==> config.mk <==
export PLATFORM = sky130hd
export DESIGN_NAME = ppm_uart_io
export DESIGN_NICKNAME = d
export VERILOG_FILES = /design/src/source/ppm_uart_io_pkg.sv /design/src/source/pixel_digits.sv /design/src/source/ppm_sender.sv /design/src/source/ppm_uart_io.sv /design/src/source/program_loader.sv /design/src/source/uart_rx.sv /design/src/source/uart_tx.sv
export VERILOG_INCLUDE_DIRS = /design/src /design/src/source
export SDC_FILE = /design/constraint.sdc
export NUM_CORES = 1
export LEC_CHECK = 0
export ABC_AREA = 1
export BUFFER_PORTS_ARGS = -buffer_cell sky130_fd_sc_hd__buf_2
export CAP_MARGIN = 25
export CORE_MARGIN = 10
export CORE_UTILIZATION = 35
export DETAILED_ROUTE_END_ITERATION = 7
export HOLD_SLACK_MARGIN = 0.02
export PLACE_DENSITY_LB_ADDON = 0.1
export RECOVER_POWER = 25
export SLEW_MARGIN = 40
export SYNTH_ARGS = -nofsm -noshare
export SYNTH_HDL_FRONTEND = slang
export SYNTH_HIERARCHICAL = 1
export SYNTH_SLANG_ARGS = --single-unit
==> constraint.sdc <==
create_clock -name clk -period 4.5 [get_ports clk]
set_clock_uncertainty 0.1 [all_clocks]
set_input_delay 0.9 -clock clk [delete_from_list [all_inputs] [get_ports clk]]
set_output_delay 0.9 -clock clk [all_outputs]
set_load 0.05 [all_outputs]
==> src/source/ppm_uart_io_consts.svh <==
`ifndef PPM_UART_IO_CONSTS_SVH
`define PPM_UART_IO_CONSTS_SVH

// handshake bytes towards the host
`define PPM_GREETING_BYTE 8'h99
`define PPM_LOADED_BYTE   8'haa

// ascii
`define PPM_ASCII_ZERO    8'h30
`define PPM_ASCII_P       8'h50
`define PPM_ASCII_SPACE   8'h20
`define PPM_ASCII_NEWLINE 8'h0a

// 50 MHz clock at 115200 baud
`define PPM_CLKS_PER_BIT 434

// image geometry
`define PPM_IMG_WIDTH  128
`define PPM_IMG_HEIGHT 128

// colour range, sent as text
`define PPM_MAX_VALUE_DIGITS "255"

// byte address of pixel 0 in data memory
`define PPM_DATA_BASE 32'h0000_0000

`endif

==> src/source/ppm_uart_io_pkg.sv <==
package ppm_uart_io_pkg;

  typedef struct packed {
    logic       valid;
    logic [7:0] data;
  } uart_byte_t;

  typedef struct packed {
    logic       valid;
    logic [7:0] data;
  } tx_req_t;

  // wishbone classic, master to slave
  typedef struct packed {
    logic        cyc;
    logic        stb;
    logic        we;
    logic [31:0] adr;
    logic [31:0] dat;
  } wb_req_t;

  // wishbone classic, slave to master
  typedef struct packed {
    logic        ack;
    logic [31:0] dat;
  } wb_rsp_t;

  typedef struct packed {
    logic [7:0] r;
    logic [7:0] g;
    logic [7:0] b;
  } rgb_t;

  typedef struct packed {
    logic [3:0] hundreds;
    logic [3:0] tens;
    logic [3:0] ones;
  } dec3_t;

  typedef struct packed {
    dec3_t r;
    dec3_t g;
    dec3_t b;
  } rgb_dec_t;

endpackage

==> src/source/pixel_digits.sv <==
`timescale 1ns/100ps

module pixel_digits import ppm_uart_io_pkg::*; (
  input  logic     clk,
  input  logic     rstn,
  input  logic     in_valid,
  input  rgb_t     pixel,
  output logic     out_valid,
  output rgb_dec_t digits
);

  logic [2:0][7:0]  chan;
  logic [2:0][3:0]  hund_d;
  logic [2:0][6:0]  rem100_d;
  logic [2:0][3:0]  tens_d;
  logic [2:0][3:0]  rem10_d;
  logic [2:0][3:0]  s1_hund_q;
  logic [2:0][6:0]  s1_rem_q;
  logic [2:0][3:0]  s2_hund_q;
  logic [2:0][3:0]  s2_tens_q;
  logic [2:0][3:0]  s2_ones_q;
  logic [2:0][11:0] s3_q;
  logic [2:0]       valid_q;

  function automatic logic digits_ok(input rgb_dec_t d);
    for (int i = 0; i < 9; i++) begin
      if (d[i*4 +: 4] > 4'd9) return 1'b0;
    end
    return 1'b1;
  endfunction

  assign chan      = pixel; // r in [2], b in [0]
  assign digits    = s3_q;
  assign out_valid = valid_q[2];

  always_comb begin
    for (int c = 0; c < 3; c++) begin
      if (chan[c] >= 8'd200) begin
        hund_d[c]   = 4'd2;
        rem100_d[c] = 7'(chan[c] - 8'd200);
      end else if (chan[c] >= 8'd100) begin
        hund_d[c]   = 4'd1;
        rem100_d[c] = 7'(chan[c] - 8'd100);
      end else begin
        hund_d[c]   = 4'd0;
        rem100_d[c] = chan[c][6:0];
      end
    end
  end

  always_comb begin
    for (int c = 0; c < 3; c++) begin
      tens_d[c]  = 4'd0;
      rem10_d[c] = s1_rem_q[c][3:0];
      for (int k = 1; k < 10; k++) begin
        if (s1_rem_q[c] >= 7'(10 * k)) begin // highest multiple wins
          tens_d[c]  = 4'(k);
          rem10_d[c] = 4'(s1_rem_q[c] - 7'(10 * k));
        end
      end
    end
  end

  always_ff @(posedge clk) begin
    s1_hund_q <= hund_d;
    s1_rem_q  <= rem100_d;
    s2_hund_q <= s1_hund_q;
    s2_tens_q <= tens_d;
    s2_ones_q <= rem10_d;
    for (int c = 0; c < 3; c++) s3_q[c] <= {s2_hund_q[c], s2_tens_q[c], s2_ones_q[c]};
  end

  always_ff @(posedge clk) begin
    if (!rstn) valid_q <= '0;
    else valid_q <= {valid_q[1:0], in_valid};
  end

  a_digit_range: assert property (@(posedge clk) disable iff (!rstn)
    out_valid |-> digits_ok(digits));

endmodule

==> src/source/ppm_sender.sv <==
`timescale 1ns/100ps
`include "ppm_uart_io_consts.svh"

module ppm_sender import ppm_uart_io_pkg::*; #(
  parameter int img_width  = `PPM_IMG_WIDTH,
  parameter int img_height = `PPM_IMG_HEIGHT
) (
  input  logic     clk,
  input  logic     rstn,
  input  logic     core_start,
  input  logic     core_end,
  input  logic     tx_busy,
  input  wb_rsp_t  dmem_rsp,
  input  logic     digits_valid,
  input  rgb_dec_t digits,
  output tx_req_t  tx_req,
  output wb_req_t  dmem_req,
  output logic     pixel_valid,
  output rgb_t     pixel
);

  localparam int num_pixels = img_width * img_height;
  localparam int pix_w = $clog2(num_pixels + 1);

  function automatic logic [23:0] dec_ascii(input int unsigned v);
    return {`PPM_ASCII_ZERO + 8'(v / 100 % 10), `PPM_ASCII_ZERO + 8'(v / 10 % 10),
            `PPM_ASCII_ZERO + 8'(v % 10)};
  endfunction

  // "P3\n" www hhh 255, first byte in the top bits
  localparam logic [119:0] header = {`PPM_ASCII_P, `PPM_ASCII_ZERO + 8'd3, `PPM_ASCII_NEWLINE,
    dec_ascii(img_width), `PPM_ASCII_SPACE, dec_ascii(img_height), `PPM_ASCII_SPACE,
    `PPM_MAX_VALUE_DIGITS, `PPM_ASCII_NEWLINE};

  typedef enum logic [3:0] {
    st_greet, st_wait_load, st_done, st_wait_end, st_header,
    st_read, st_convert, st_pixel, st_finish
  } send_state_t;

  send_state_t      state_q;
  logic [3:0]       step_q;
  logic [pix_w-1:0] pix_q;
  logic             loaded_q;
  logic             cyc_q;
  logic             tx_valid_q;
  logic [7:0]       tx_data_q;
  rgb_dec_t         digits_q;
  logic [3:0]       digit_sel;
  logic [7:0]       pixel_byte;
  logic [7:0]       send_byte;
  logic             sending;
  logic             accept;

  assign accept      = tx_valid_q && !tx_busy;
  assign tx_req      = '{valid: tx_valid_q, data: tx_data_q};
  assign pixel_valid = cyc_q && dmem_rsp.ack;
  assign pixel       = '{r: dmem_rsp.dat[7:0], g: dmem_rsp.dat[15:8], b: dmem_rsp.dat[23:16]};
  assign dmem_req    = '{
    cyc: cyc_q,
    stb: cyc_q,
    we:  1'b0,
    adr: `PPM_DATA_BASE + 32'({pix_q, 2'b00}),
    dat: '0
  };

  always_comb begin
    digit_sel = 4'(step_q[3:2]) * 4'd3 + 4'(step_q[1:0]); // r.h first, b.o last
    if (step_q[1:0] != 2'd3) pixel_byte = `PPM_ASCII_ZERO + 8'(digits_q[4 * (8 - int'(digit_sel)) +: 4]);
    else if (step_q[3:2] == 2'd2) pixel_byte = `PPM_ASCII_NEWLINE;
    else pixel_byte = `PPM_ASCII_SPACE;
  end

  always_comb begin
    sending   = 1'b1;
    send_byte = pixel_byte;
    unique case (state_q)
      st_greet:  send_byte = `PPM_GREETING_BYTE;
      st_done:   send_byte = `PPM_LOADED_BYTE;
      st_header: send_byte = header[8 * (14 - int'(step_q)) +: 8];
      st_pixel:  send_byte = pixel_byte;
      default:   sending = 1'b0;
    endcase
  end

  always_ff @(posedge clk) begin
    if (sending && !tx_valid_q) tx_data_q <= send_byte;
    if (digits_valid) digits_q <= digits;
  end

  always_ff @(posedge clk) begin
    if (!rstn) begin
      state_q    <= st_greet;
      step_q     <= '0;
      pix_q      <= '0;
      loaded_q   <= 1'b0;
      cyc_q      <= 1'b0;
      tx_valid_q <= 1'b0;
    end else begin
      if (core_start) loaded_q <= 1'b1;
      if (sending && !tx_valid_q) tx_valid_q <= 1'b1;
      if (accept) tx_valid_q <= 1'b0;
      unique case (state_q)
        st_greet:     if (accept) state_q <= st_wait_load;
        st_wait_load: if (loaded_q) state_q <= st_done;
        st_done:      if (accept) state_q <= st_wait_end;
        st_wait_end:  if (core_end) state_q <= st_header;
        st_header: if (accept) begin
          step_q <= step_q + 4'd1;
          if (step_q == 4'd14) begin
            step_q  <= '0;
            state_q <= st_read;
            cyc_q   <= 1'b1;
          end
        end
        st_read: if (cyc_q && dmem_rsp.ack) begin
          cyc_q   <= 1'b0;
          state_q <= st_convert;
        end
        st_convert: if (digits_valid) state_q <= st_pixel;
        st_pixel: if (accept) begin
          step_q <= step_q + 4'd1;
          if (step_q == 4'd11) begin // newline gone, next pixel
            step_q <= '0;
            if (pix_q == pix_w'(num_pixels - 1)) begin
              state_q <= st_finish;
            end else begin
              pix_q   <= pix_q + pix_w'(1);
              state_q <= st_read;
              cyc_q   <= 1'b1;
            end
          end
        end
        default: ;
      endcase
    end
  end

  a_wb_hold: assert property (@(posedge clk) disable iff (!rstn)
    dmem_req.stb && !dmem_rsp.ack |=> dmem_req.stb && dmem_req.cyc && $stable(dmem_req.adr));

endmodule

==> src/source/ppm_uart_io.sv <==
`timescale 1ns/100ps
`include "ppm_uart_io_consts.svh"

module ppm_uart_io import ppm_uart_io_pkg::*; #(
  parameter int clks_per_bit = `PPM_CLKS_PER_BIT,
  parameter int img_width    = `PPM_IMG_WIDTH,
  parameter int img_height   = `PPM_IMG_HEIGHT
) (
  input  logic    clk,
  input  logic    rstn,
  input  logic    rxd,
  output logic    txd,
  output wb_req_t imem_req,
  input  wb_rsp_t imem_rsp,
  output wb_req_t dmem_req,
  input  wb_rsp_t dmem_rsp,
  output logic    core_start,
  input  logic    core_end
);

  uart_byte_t rx_byte;
  tx_req_t    tx_req;
  logic       tx_busy;
  logic       pixel_valid;
  rgb_t       pixel;
  logic       digits_valid;
  rgb_dec_t   digits;

  uart_rx #(
    .clks_per_bit(clks_per_bit)
  ) u_uart_rx (
    .clk (clk),
    .rstn(rstn),
    .rxd (rxd),
    .rx  (rx_byte)
  );

  program_loader u_program_loader (
    .clk       (clk),
    .rstn      (rstn),
    .rx        (rx_byte),
    .imem_rsp  (imem_rsp),
    .imem_req  (imem_req),
    .core_start(core_start)
  );

  pixel_digits u_pixel_digits (
    .clk      (clk),
    .rstn     (rstn),
    .in_valid (pixel_valid),
    .pixel    (pixel),
    .out_valid(digits_valid),
    .digits   (digits)
  );

  ppm_sender #(
    .img_width (img_width),
    .img_height(img_height)
  ) u_ppm_sender (
    .clk         (clk),
    .rstn        (rstn),
    .core_start  (core_start),
    .core_end    (core_end),
    .tx_busy     (tx_busy),
    .dmem_rsp    (dmem_rsp),
    .digits_valid(digits_valid),
    .digits      (digits),
    .tx_req      (tx_req),
    .dmem_req    (dmem_req),
    .pixel_valid (pixel_valid),
    .pixel       (pixel)
  );

  uart_tx #(
    .clks_per_bit(clks_per_bit)
  ) u_uart_tx (
    .clk (clk),
    .rstn(rstn),
    .req (tx_req),
    .busy(tx_busy),
    .txd (txd)
  );

endmodule

==> src/source/program_loader.sv <==
`timescale 1ns/100ps

module program_loader import ppm_uart_io_pkg::*; (
  input  logic       clk,
  input  logic       rstn,
  input  uart_byte_t rx,
  input  wb_rsp_t    imem_rsp,
  output wb_req_t    imem_req,
  output logic       core_start
);

  logic [31:0] asm_q;
  logic [31:0] word;
  logic [1:0]  byte_idx_q;
  logic        have_len_q;
  logic [29:0] words_left_q;
  logic [29:0] wr_idx_q;
  logic [31:0] wr_dat_q;
  logic        cyc_q;
  logic        take;
  logic        word_done;

  assign word = {rx.data, asm_q[31:8]}; // first byte ends up lowest
  assign take = rx.valid && !(have_len_q && words_left_q == '0);
  assign word_done = take && byte_idx_q == 2'd3;

  assign imem_req = '{
    cyc: cyc_q,
    stb: cyc_q,
    we:  1'b1,
    adr: {wr_idx_q, 2'b00},
    dat: wr_dat_q
  };

  always_ff @(posedge clk) begin
    if (take) asm_q <= word;
    if (word_done && have_len_q) wr_dat_q <= word;
  end

  always_ff @(posedge clk) begin
    if (!rstn) begin
      byte_idx_q   <= '0;
      have_len_q   <= 1'b0;
      words_left_q <= '0;
      wr_idx_q     <= '0;
      cyc_q        <= 1'b0;
      core_start   <= 1'b0;
    end else begin
      core_start <= 1'b0;
      if (take) byte_idx_q <= byte_idx_q + 2'd1;
      if (word_done && !have_len_q) begin
        have_len_q   <= 1'b1;
        words_left_q <= word[31:2]; // low two bits of the byte count dropped
        if (word[31:2] == '0) core_start <= 1'b1;
      end else if (word_done) begin
        words_left_q <= words_left_q - 30'd1;
        cyc_q        <= 1'b1;
      end
      if (cyc_q && imem_rsp.ack) begin
        cyc_q    <= 1'b0;
        wr_idx_q <= wr_idx_q + 30'd1;
        if (words_left_q == '0) core_start <= 1'b1; // that was the last word
      end
    end
  end

  a_wb_hold: assert property (@(posedge clk) disable iff (!rstn)
    imem_req.stb && !imem_rsp.ack |=>
      imem_req.stb && imem_req.cyc && $stable(imem_req.adr) && $stable(imem_req.dat));

endmodule

==> src/source/uart_rx.sv <==
`timescale 1ns/100ps
`include "ppm_uart_io_consts.svh"

module uart_rx import ppm_uart_io_pkg::*; #(
  parameter int clks_per_bit = `PPM_CLKS_PER_BIT
) (
  input  logic       clk,
  input  logic       rstn,
  input  logic       rxd,
  output uart_byte_t rx
);

  localparam int cnt_w = $clog2(clks_per_bit + 1);

  typedef enum logic [1:0] {rx_idle, rx_start, rx_data, rx_stop} rx_state_t;

  rx_state_t        state_q;
  logic [cnt_w-1:0] cnt_q;
  logic [2:0]       bit_q;
  logic [7:0]       shift_q;
  logic             rxd_meta_q;
  logic             rxd_sync_q;
  logic             rxd_prev_q;
  logic             valid_q;
  logic             half_hit;
  logic             full_hit;

  assign half_hit = cnt_q == cnt_w'(clks_per_bit / 2 - 1);
  assign full_hit = cnt_q == cnt_w'(clks_per_bit - 1);
  assign rx = '{valid: valid_q, data: shift_q};

  always_ff @(posedge clk) begin
    if (!rstn) begin
      rxd_meta_q <= 1'b1;
      rxd_sync_q <= 1'b1;
      rxd_prev_q <= 1'b1;
    end else begin
      rxd_meta_q <= rxd;
      rxd_sync_q <= rxd_meta_q;
      rxd_prev_q <= rxd_sync_q;
    end
  end

  always_ff @(posedge clk) begin
    if (state_q == rx_data && full_hit) shift_q <= {rxd_sync_q, shift_q[7:1]}; // lsb first
  end

  always_ff @(posedge clk) begin
    if (!rstn) begin
      state_q <= rx_idle;
      cnt_q   <= '0;
      bit_q   <= '0;
      valid_q <= 1'b0;
    end else begin
      valid_q <= 1'b0;
      cnt_q   <= cnt_q + cnt_w'(1);
      unique case (state_q)
        rx_idle: begin
          cnt_q <= '0;
          if (rxd_prev_q && !rxd_sync_q) state_q <= rx_start; // falling edge
        end
        rx_start: if (half_hit) begin
          cnt_q   <= '0;
          bit_q   <= '0;
          state_q <= rxd_sync_q ? rx_idle : rx_data; // glitch, not a start bit
        end
        rx_data: if (full_hit) begin
          cnt_q <= '0;
          bit_q <= bit_q + 3'd1;
          if (bit_q == 3'd7) state_q <= rx_stop;
        end
        rx_stop: if (full_hit) begin
          valid_q <= rxd_sync_q; // bad stop bit drops the byte
          state_q <= rx_idle;
        end
      endcase
    end
  end

endmodule

==> src/source/uart_tx.sv <==
`timescale 1ns/100ps
`include "ppm_uart_io_consts.svh"

module uart_tx import ppm_uart_io_pkg::*; #(
  parameter int clks_per_bit = `PPM_CLKS_PER_BIT
) (
  input  logic    clk,
  input  logic    rstn,
  input  tx_req_t req,
  output logic    busy,
  output logic    txd
);

  localparam int cnt_w = $clog2(clks_per_bit + 1);

  logic [cnt_w-1:0] cnt_q;
  logic [3:0]       bit_q;
  logic [8:0]       shift_q;
  logic             busy_q;
  logic             txd_q;
  logic             accept;
  logic             bit_end;

  assign accept  = req.valid && !busy_q;
  assign bit_end = cnt_q == cnt_w'(clks_per_bit - 1);
  assign busy    = busy_q;
  assign txd     = txd_q;

  always_ff @(posedge clk) begin
    if (accept) shift_q <= {1'b1, req.data}; // stop bit rides above the data
    else if (busy_q && bit_end) shift_q <= {1'b1, shift_q[8:1]};
  end

  always_ff @(posedge clk) begin
    if (!rstn) begin
      busy_q <= 1'b0;
      txd_q  <= 1'b1;
      cnt_q  <= '0;
      bit_q  <= '0;
    end else if (accept) begin
      busy_q <= 1'b1;
      txd_q  <= 1'b0; // start bit
      cnt_q  <= '0;
      bit_q  <= '0;
    end else if (busy_q) begin
      if (bit_end) begin
        cnt_q <= '0;
        if (bit_q == 4'd9) begin
          busy_q <= 1'b0;
        end else begin
          bit_q <= bit_q + 4'd1;
          txd_q <= shift_q[0];
        end
      end else begin
        cnt_q <= cnt_q + cnt_w'(1);
      end
    end
  end

  // sender keeps its byte steady until the frame in flight is done
  a_req_hold: assert property (@(posedge clk) disable iff (!rstn)
    req.valid && busy_q |=> req.valid && $stable(req.data));

endmodule

; ---- After elaboration in Yosys (flattened, before gate mapping)
; Cells that the tools add are included.
[classes]
add_sub_neg = 46
mul = 1
order_cmp = 33
n_eq_ne = 38
n_shift = 2
mux = 118
n_bitwise = 4
reduce_logical = 45
[op_table]
columns = op, n
row1 = $mux 4, 42
row2 = $shiftx 120x32->8 const A, 1
row3 = $ge 7x6->1 const B, 9
row4 = $ge 7x7->1 const B, 9
row5 = $logic_not 30->1, 2
row6 = $mux 30, 2
row7 = $sub 4x4->4 const B, 15
row8 = $ge 7x5->1 const B, 6
row9 = $mux 3, 14
row10 = $mux 7, 6
row11 = $sub 7x7->7 const B, 6
row12 = $shiftx 36x32->4, 1
row13 = $pmux 4 s8, 1
row14 = $add 30x1->30 const B, 1
row15 = $sub 30x1->30 const B, 1
row16 = $mux 1, 28
row17 = $mux 9, 3
row18 = $pmux 9 s3, 1
row19 = $ge 8x7->1 const B, 3
row20 = $ge 8x8->1 const B, 3
row21 = $mux 2, 12
row22 = $mux 8, 3
row23 = $pmux 8 s3, 1
row24 = $sub 4x3->4 const B, 6
row25 = other kinds (45), 111
[totals]
ff_bits = 356
input_bits = 70
word_cells = 346

; ---- Longest topological paths before layout
; Gate-level depths: netlist of run 1.
[depth]
depth_word = 10
depth_mapped = 17
mapped_depth_nobuf = 17

; ---- Modules after synthesis
; Netlist of run 1, hierarchy kept.
[modules_own_cells]
columns = module, instances, cells_per_inst, area_per_inst_um2, seq_area_each_um2
row1 = program_loader, 1, 764, 5944.5, 2982.9
row2 = ppm_sender, 1, 539, 4390.5, 1841.8
row3 = pixel_digits, 1, 562, 4287.9, 1801.7
row4 = uart_tx, 1, 156, 1233.7, 540.5
row5 = uart_rx, 1, 129, 1154.9, 600.6

; ---- Worst setup path before layout of run 1
; Ideal clock, no wire load.
[synth_path]
path_kind = reg-to-reg
start = register u_ppm_sender.step_q[2]
end = register u_ppm_sender.tx_data_q[0], data pin
setup_ns = 0.259
t_arrival_ns = 2.537
required_time_ns = 4.141
setup_slack_ns = 1.604
stages_incl_launch_ff = 15
path_buffers = 0
period_less_slack_ns = 2.896
cell_sequence = dfxtp_1 > inv_1 > fa_1 > inv_1 > ha_1 > inv_1 > fa_1 > xor2_1 > inv_1 > nand2_1 > nor2_1 > nor2_1 > nor2_1 > nand2_1 > nand3_1
[synth_via]
elab_chain_len = 7
word_cells_on_any_way = 9
cone_classes = 4 x add/sub / 1 x mul / 2 x shift / 2 x mux
[synth_rtl]
columns = element, line_no
row1 = "start, declared", ppm_sender.sv:41  ; logic [3:0] step_q;
row2 = "start signal, assigned", ppm_sender.sv:108  ; step_q <= step_q + 4'd1;
row3 = "start signal, assigned", ppm_sender.sv:121  ; step_q <= step_q + 4'd1;
row4 = $mul 2x2->4, ppm_sender.sv:67  ; digit_sel = 4'(step_q[3:2]) * 4'd3 + 4'(step_q[1:0]);
row5 = $add 4x2->4, ppm_sender.sv:67
row6 = $sub 4x4->5, ppm_sender.sv:68  ; if (step_q[1:0] != 2'd3) pixel_byte = `PPM_ASCII_ZERO + 8'(digits_q[4 * (8 - int'(digit_sel)) +: 4]);
row7 = $shiftx 36x32->4, ppm_sender.sv:68
row8 = $add 6x4->7 (no line), n/a
row9 = $mux 8, ppm_sender.sv:68
row10 = $pmux 8 s3 *, ppm_sender.sv:76  ; unique case (state_q)
row11 = net u_ppm_sender.send_byte[0], ppm_sender.sv:50  ; logic [7:0] send_byte;
row12 = "end signal, assigned", ppm_sender.sv:86  ; if (sending && !tx_valid_q) tx_data_q <= send_byte;
row13 = "end, declared", ppm_sender.sv:46  ; logic [7:0] tx_data_q;
; The timed path passes the listed nets; every way through them passes the cells marked *.
; A chain may end at the register's enable or synchronous reset.

; ---- Final worst setup path of run 1
; Same ends and word-level chain as after synthesis.

==> results.yml, run 1 <==
timing:
  final-max-slew-violation-count: 0
  timing_worst_slew_pin_value_ps: 668.4
  timing.final.crit_period_ps: 3310
  hold_slack_ps: 222.9
  final_min_period_over_clock_period: 0.7356
  maxClockFrequency_ghz: 0.3021
  max_slew_headroom_at_the_worst_pin: 0.5517
  finalSetupViolCount: 0
  rsz_0062_raised_after_global_routing: "no"
  hold_violations: 0
  setup_tns_ps: 0
synth:
  synthTopCellsByArea: "dfxtp_1 (25%), edfxtp_1 (20%), nand2_1 (12%)"
  ys_types: 58
  synth_cells: 2150
  synth_seq_area_share: 0.4566
  yosys_most_used_dff: "dfxtp_1"
  synth.ff_latch_count: 330
  synthesis.yosys.warnings: 6
  postSynth.asyncResetShare: 0
  synth_top_area_frac: 0.2518
  post_synth_instance_area_um2: 17010
  synth_top_cell_by_area: "dfxtp_1"
  synth-edff-count: 116
  synth_area_per_cell_um2: 7.912
power_and_ir_drop:
  peakVddDrop_uv: 273.8
  power.density_nw_per_um2: 408.1
  static_leakage_nw: 8.260
clock_network:
  clk-insertion-delay-late_ps: 550
  cts_resized: 0
  clk_pin_slew_worst_paths_ps: 60
  cts.sink_count: 330
  cts_tree: "done"
  post_cts_buffers: 0
  cts_root_buffer: "clkbuf_16"
  clk_path_buf_depth: 3
  ctsHtreeMaxLevel: 2
  cts_buffers: 40
  cts.hold.buffers_added: 0
grt:
  grt_start_max_net_pins: 38
  overflow: 0
  grt_first_pass_wirelength_mm: 65.96
  gr-max-usage-layer: "met2"
  grt_usage: 0.1366
  globalRouteMet3Util: 0.02450
  grt_use_met1: 0.1711
  gr-usage-met2: 0.2379
  grt_pass1_vias: 13160
  antenna_found_initial: 0
place:
  port_buffers: 112
  gp_congestion: 0.8490
  place.detailed.hpwl_mm: 28.83
cells_and_area:
  drive_above_1_share: 0.1395
  antenna_cells: 0
  num-fill-cells: 4930
  syn2layout_area_growth_pct: 12.41
  design.final.nets: 2373
die:
  initial_utilization: 0.3548
  fp.dieW_um: 240.5
  io_count: 206
  die_h_um: 240.5
  core_region_area_um2: 47950
  placement_rows: 80
  die_area_um2: 57820
worst_setup_path:
  criticalPathCategory: "reg2reg"
  rr_endpoint: "u_ppm_sender/tx_data_q[0]$_DFFE_PP_"
  crit_path_end_kind: "flop"
  worstSetupStartpointType: "flop"
  worstReg2RegStart: "u_ppm_sender/step_q[2]$_SDFFE_PN0P_"
  crit_path_max_fanout: 8
  worst_ep_arrival_time_ps: 3500
  reg2reg_slack_ps: 1190
  critPathRequiredTime_ps: 4690
  timing.reg2reg.worst_path_depth: 14
worst_hold_path:
  holdCritPathClass: "reg2reg"
  timing.hold.worst_endpoint: "u_pixel_digits/digits[18]$_DFF_P_"
  worstHoldStart: "u_pixel_digits/s2_tens_q[6]$_SDFF_PP0_"
  hold_critical_path_depth: 0
drt:
  route.final.wire_length_mm: 39.28
  routedWlPerCell_um: 13.60
  drt_pass1_iterations: 5
  detailroute.via_count: 13240
  postRouteAntennaNets: 0
  detail_route.vias_per_cell: 4.586
  detail_route.drc_violations: 0
  drtIter0Drc: 738
run_status:
  status: "completed"
run:
  max-cap-violations: 0
==> power breakdown <==
group / leakage, nW / internal (W) / switching (W)
clock network: 0.664 / 0.00207 / 0.00126
registers: 2.81 / 0.00336 / 0.000129
logic: 4.79 / 0.000286 / 0.000696
==> sequential cells by signal, summed over array words and instances, names as in the netlist, 4 cells and up, named ones only <==
register                       count
u_program_loader/asm_q            24
u_uart_rx/cnt_q                    9
u_pixel_digits/s1_rem_q           21
u_program_loader/wr_dat_q         32
u_ppm_sender/pix_q                15
u_pixel_digits/s2_ones_q          12
u_uart_tx/cnt_q                    9
u_ppm_sender/digits_q             36
u_uart_rx/shift_q                  8
u_pixel_digits/s2_tens_q          12
u_ppm_sender/tx_data_q             8
u_uart_tx/bit_q                    4
u_pixel_digits/s2_hund_q           6
u_ppm_sender/state_q               4
u_pixel_digits/digits             30
u_pixel_digits/s1_hund_q           6
u_ppm_sender/step_q                4
u_program_loader/wr_idx_q         30
u_program_loader/words_left_q     30
u_uart_tx/shift_q                  8
==> area by class of cell <==
| class | count | area (um^2) | share of cell area |
|---|---|---|---|
| multi-input combinational | 1512 | 7699 | 0.4026 |
| clock inverter | 18 | 261.5 | 0.01368 |
| sequential | 330 | 7767 | 0.4062 |
| inverter | 245 | 927.1 | 0.04849 |
| timing repair buffer | 117 | 595.6 | 0.03115 |
| tap | 615 | 769.5 | 0.04024 |
| clock buffer | 51 | 1102 | 0.05765 |
==> cell usage in the layout, fill, tap and decap left out, types with 4 or more instances in the layout <==
master / instances
clkinv_2: 5
nand3_1: 110
a31oi_1: 7
o21ai_0: 61
clkbuf_1: 7
nand2_1: 560
xnor2_1: 13
inv_2: 31
nand3_2: 5
clkbuf_16: 40
conb_1: 59
a21oi_1: 106
buf_2: 110
clkbuf_8: 6
nor2_4: 17
nor3_1: 28
nor2_2: 18
a21oi_2: 7
nor2_1: 263
nor4_1: 8
inv_1: 209
o21ai_1: 18
buf_4: 5
bufinv_16: 6
ha_1: 55
or2_2: 4
nand3b_1: 11
nand4_1: 33
nand2_2: 28
nand2_4: 6
nand3_4: 4
o22ai_1: 6
xor2_1: 34
edfxtp_1: 116
dfxtp_1: 214
o211ai_1: 5
o21ai_2: 6
clkinv_1: 5
o21bai_1: 8
==> worst max-delay path by stage <==
stage | from | end | slack (ps) | cells past startpoint
after floorplan | u_ppm_sender/step_q[2]$_SDFFE_PN0P_ | u_ppm_sender/tx_data_q[0]$_DFFE_PP_ | 1600 | 14
after global placement | u_ppm_sender/step_q[2]$_SDFFE_PN0P_ | u_ppm_sender/tx_data_q[0]$_DFFE_PP_ | 1260 | 14
after detailed placement | u_ppm_sender/step_q[2]$_SDFFE_PN0P_ | u_ppm_sender/tx_data_q[0]$_DFFE_PP_ | 1230 | 14
after CTS | u_ppm_sender/step_q[2]$_SDFFE_PN0P_ | u_ppm_sender/tx_data_q[0]$_DFFE_PP_ | 1220 | 14
after global routing | u_ppm_sender/step_q[2]$_SDFFE_PN0P_ | u_ppm_sender/tx_data_q[0]$_DFFE_PP_ | 930 | 14
final | u_ppm_sender/step_q[2]$_SDFFE_PN0P_ | u_ppm_sender/tx_data_q[0]$_DFFE_PP_ | 1190 | 14
==> metrics by stage <==
step                total power, W  worst slack, ps  utilization  cells  instance area, um^2
global route              0.008234            932.3       0.3988   2888                19120
CTS                       0.007936             1216       0.3987   2888                19120
finish                    0.007803             1190       0.3988   2888                19120
global placement          0.004535             1259       0.3703   2819                17750
floorplan                 0.004377             1604            -   2205                17220
detailed placement        0.004539             1227       0.3703   2819                17750
==> cells by family after synthesis <==
| family | count (synthesis) | share of synthesized area |
|---|---|---|
| simple gates | 1106 | 0.2894 |
| xor+xnor | 49 | 0.02567 |
| other cells | 4 | 0.0008824 |
| flops | 330 | 0.4566 |
| compound gates | 241 | 0.08127 |
| buf+inv | 363 | 0.1034 |
| fa+ha+maj | 57 | 0.04281 |
==> synth_stat cells, types with 11 or more instances <==
cell type and n:
nand3_1 110, dfxtp_1 214, nand4_1 33, a21oi_1 106, o21ai_1 18, edfxtp_1 116
nor2_4 17, nor3_1 28, nand2_2 28, nand2_1 560, nand3b_1 11, nor2_1 263
inv_1 210, xor2_1 35, ha_1 55, xnor2_1 13, buf_2 12, inv_2 29
nor2_2 18, buf_4 90, o21ai_0 61
==> metal layers <==
| layer | up-vias | share of wire |
|---|---|---|
| met1 | 6052 | 0.46 |
| li1 | 6974 | - |
| met2 | 175 | 0.49 |
| met4 | 0 | 0.016 |
| met3 | 42 | 0.034 |
| met5 | - | 0 |
==> critical path, cell delays in order, from the launching register on <==
cell and delay, ps:
dfxtp_1 500, inv_1 140, fa_1 520, inv_1 40, ha_1 180, inv_1 60
fa_1 470, xor2_1 380, inv_1 240, nand2_1 100, nor2_1 40, nor2_1 80
nor2_1 40, nand2_1 90, nand3_1 70
Power figures use the tool's default switching activity.
==> run 2, diff against run 1 <==
--- a/config.mk
+++ b/config.mk
@@ -6,7 +6,7 @@
 export SDC_FILE = /design/constraint.sdc
 export NUM_CORES = 1
 export LEC_CHECK = 0
-export ABC_AREA = 1
+export ABC_AREA = 0
 export BUFFER_PORTS_ARGS = -buffer_cell sky130_fd_sc_hd__buf_2
 export CAP_MARGIN = 25
 export CORE_MARGIN = 10
==> constraint.sdc (replaced) <==
create_clock -name clk -period 3.2 [get_ports clk]
set_clock_uncertainty 0.1 [all_clocks]
set_input_delay 0.64 -clock clk [delete_from_list [all_inputs] [get_ports clk]]
set_output_delay 0.64 -clock clk [all_outputs]
set_load 0.05 [all_outputs]
==> run 2 against run 1 <==
  * Synthesized cell count is 25% lower
  * Critical path type unchanged
  * Clock power is 32% higher
  * Sequential power is 40% higher
  * Critical path depth is 3 lower
  * Hold slack worse by 68 ps
==> results.yml, run 2 <==
timing:
  hold_violations: 0
  rsz_0062_raised_after_global_routing: "no"
  final_min_period_over_clock_period: 0.9342
  maxClockFrequency_ghz: 0.3345
  setup_tns_ps: 0
  max_slew_headroom_at_the_worst_pin: 0.4901
  finalSetupViolCount: 0
  timing_worst_slew_pin_value_ps: 762.0
  final-max-slew-violation-count: 0
  timing.final.crit_period_ps: 2989
run:
  max-cap-violations: 0
worst_hold_path:
  timing.hold.worst_endpoint: "u_pixel_digits/s1_rem_q[7]$_DFF_P_"
  worstHoldStart: "dmem_rsp[8]"
  hold_critical_path_depth: 1
  holdCritPathClass: "in2reg"
cells_and_area:
  registers.top_by_ff_count: "u_ppm_sender/digits_q"
  instances_no_fill: 2337
  syn2layout_area_growth_pct: 12.79
  num-fill-cells: 4515
  layout_top_registers: "u_ppm_sender/digits_q (36), u_program_loader/wr_dat_q (32)"
  antenna_cells: 0
  drive_above_1_share: 0.1590
  largest_reg_flops: 36
  layout_common_cells: "dfxtp_1 (214), nor2_1 (116), edfxtp_1 (116), buf_2 (106), nand2_1 (88)"
  multi_input_comb_area_um2: 7550
  final_common_cell: "dfxtp_1"
  final_cell_area_excluding_filler_cells_um2: 18460
  sequential_cell_area_um2: 7767
  design.final.nets: 1827
worst_setup_path:
  crit_cells: 11
  reg2reg_slack_ps: 210
  critPathMostFrequentCell: "inv_1"
  rr_endpoint: "u_ppm_sender/tx_data_q[3]$_DFFE_PP_"
  worstReg2RegStart: "u_ppm_sender/step_q[3]$_SDFFE_PN0P_"
  timing.reg2reg.worst_path_depth: 11
  crit_path_end_kind: "flop"
  path_cells: "inv_1 > fa_1 > inv_1 > ha_1 > inv_1 > fa_1 > nor3b_1 > mux2_2 > nand2_1 > o32ai_1 > a211o_1"
  worstSetupStartpointType: "flop"
  critPathRequiredTime_ps: 3390
  crit_family: "adder cells"
  timing.critical_path.slowest_cell_delay_ps: 530
  cpMaxStageDelayCell: "fa_1"
  critPathLaunch: "u_ppm_sender/step_q[3]$_SDFFE_PN0P_"
  worst-path-buf-inv: 3
  criticalPathCategory: "reg2reg"
  worst_ep_arrival_time_ps: 3180
  crit_path_max_fanout: 3
grt:
  grt_start_max_net_pins: 38
  grt_first_pass_wirelength_mm: 64.47
  antenna_found_initial: 0
  grt_usage: 0.1364
  grt_pass1_vias: 12210
  overflow: 0
clock_network:
  ctsHtreeMaxLevel: 2
  clk_path_buf_depth: 3
  cts_root_buffer: "clkbuf_16"
  cts_buffers: 39
  cts.hold.buffers_added: 0
  clk-insertion-delay-late_ps: 560
  clk_pin_slew_worst_paths_ps: 60
  cts_tree: "done"
  cts.sink_count: 330
drt:
  routedWlPerCell_um: 16.96
  detail_route.drc_violations: 0
  route.final.wire_length_mm: 39.64
  postRouteAntennaNets: 0
  drt_pass1_iterations: 5
  detailroute.via_count: 12170
  drtIter0Drc: 931
  detail_route.vias_per_cell: 5.209
synth:
  synth_top_area_frac: 0.2618
  yosysMostFrequentCell: "dfxtp_1"
  synth-edff-count: 116
  ys_types: 107
  synth_cells: 1618
  synth_commonest_cells: "dfxtp_1 (214), nor2_1 (117), edfxtp_1 (116)"
  synthesis.yosys.warnings: 6
  synth_area_per_cell_um2: 10.11
  yosys_most_used_dff: "dfxtp_1"
  synthTopCellsByArea: "dfxtp_1 (26%), edfxtp_1 (21%), buf_4 (4.4%)"
  synth_seq_area_share: 0.4747
  synth_top_cell_by_area: "dfxtp_1"
  post_synth_instance_area_um2: 16360
  synth.ff_latch_count: 330
  postSynth.asyncResetShare: 0
run_status:
  status: "completed"
die:
  die_h_um: 236.2
  die_area_um2: 55800
  fp.dieW_um: 236.2
  placement_rows: 79
  core_region_area_um2: 46360
  io_count: 206
  initial_utilization: 0.3530
place:
  post_place_cells: 2266
  placed_cell_area_um2: 17170
  port_buffers: 112
  place.detailed.hpwl_mm: 27.85
  gp_congestion: 0.8337
power_and_ir_drop:
  peakVddDrop_uv: 289.2
  static_leakage_nw: 6.909
  p_total_w: 0.01046
  power.density_nw_per_um2: 566.9
run 2: worst max path at each step:
stage,slack [ps],end
2_1_floorplan,80,u_ppm_sender/tx_data_q[3]$_DFFE_PP_
3_3_place_gp,160,u_ppm_sender/tx_data_q[1]$_DFFE_PP_
3_5_place_dp,140,u_ppm_sender/tx_data_q[1]$_DFFE_PP_
4_1_cts,130,u_ppm_sender/tx_data_q[1]$_DFFE_PP_
5_1_grt,60,u_ppm_sender/tx_data_q[3]$_DFFE_PP_
6_report,210,u_ppm_sender/tx_data_q[3]$_DFFE_PP_
run 2: final cells by class:
| cell class | instances | share of cell area |
|---|---|---|
| multi-input cells | 1118 | 0.4091 |
| inverters | 59 | 0.01200 |
| flip-flops and latches | 330 | 0.4209 |
| repair buffers | 152 | 0.04759 |
| clock buffers | 50 | 0.06074 |
| well taps | 607 | 0.04115 |
| clock inverters | 21 | 0.008610 |
run 2: layer usage:
layer / vias to the layer above / share of wire / wire length, um / global-route usage
met5: - / 0 / 0 / 0
met4: 0 / 0.023 / 903 / 0.04343
met3: 66 / 0.041 / 1626 / 0.02696
met2: 241 / 0.49 / 19320 / 0.2348
met1: 5846 / 0.45 / 17790 / 0.1678
li1: 6021 / - / - / -
run 2: logic make-up (layout without fill, tap and decap cells):
| logic type | Yosys count | in the layout | synth area share |
|---|---|---|---|
| XOR/XNOR | 66 | 66 | 0.03533 |
| other | 4 | 59 | 0.0009173 |
| AND/OR/NAND/NOR | 565 | 565 | 0.1940 |
| buffers and inverters | 225 | 282 | 0.07738 |
| flip-flops | 330 | 330 | 0.4747 |
| AO/OA/AOI/OAI | 335 | 335 | 0.1443 |
| multiplexers | 36 | 36 | 0.02890 |
| adder cells (fa/ha/maj) | 57 | 57 | 0.04450 |
run 2: through the flow:
stage,hold WS (ps),util,setup WS [ps]
3_5_place_dp,212.1,0.3704,135.9
2_1_floorplan,209.6,-,75.50
5_1_grt,138.3,0.3981,55.82
6_report,154.8,0.3981,210.6
3_3_place_gp,210.5,0.3704,161.5
4_1_cts,95.95,0.3980,129.0
run 2: report_power, final:
part	internal (W)	leakage, nW	switching, W
combinational	0.000441	3.48	0.000735
clock	0.00258	0.619	0.00181
sequential	0.00468	2.80	0.000218
total	0.00770	6.91	0.00276
run 2: repair_timing:
item                       4_1_cts  5_1_grt
setup endpoints to repair        0        1
setup buffers                    0        0
gates resized for setup          0        1
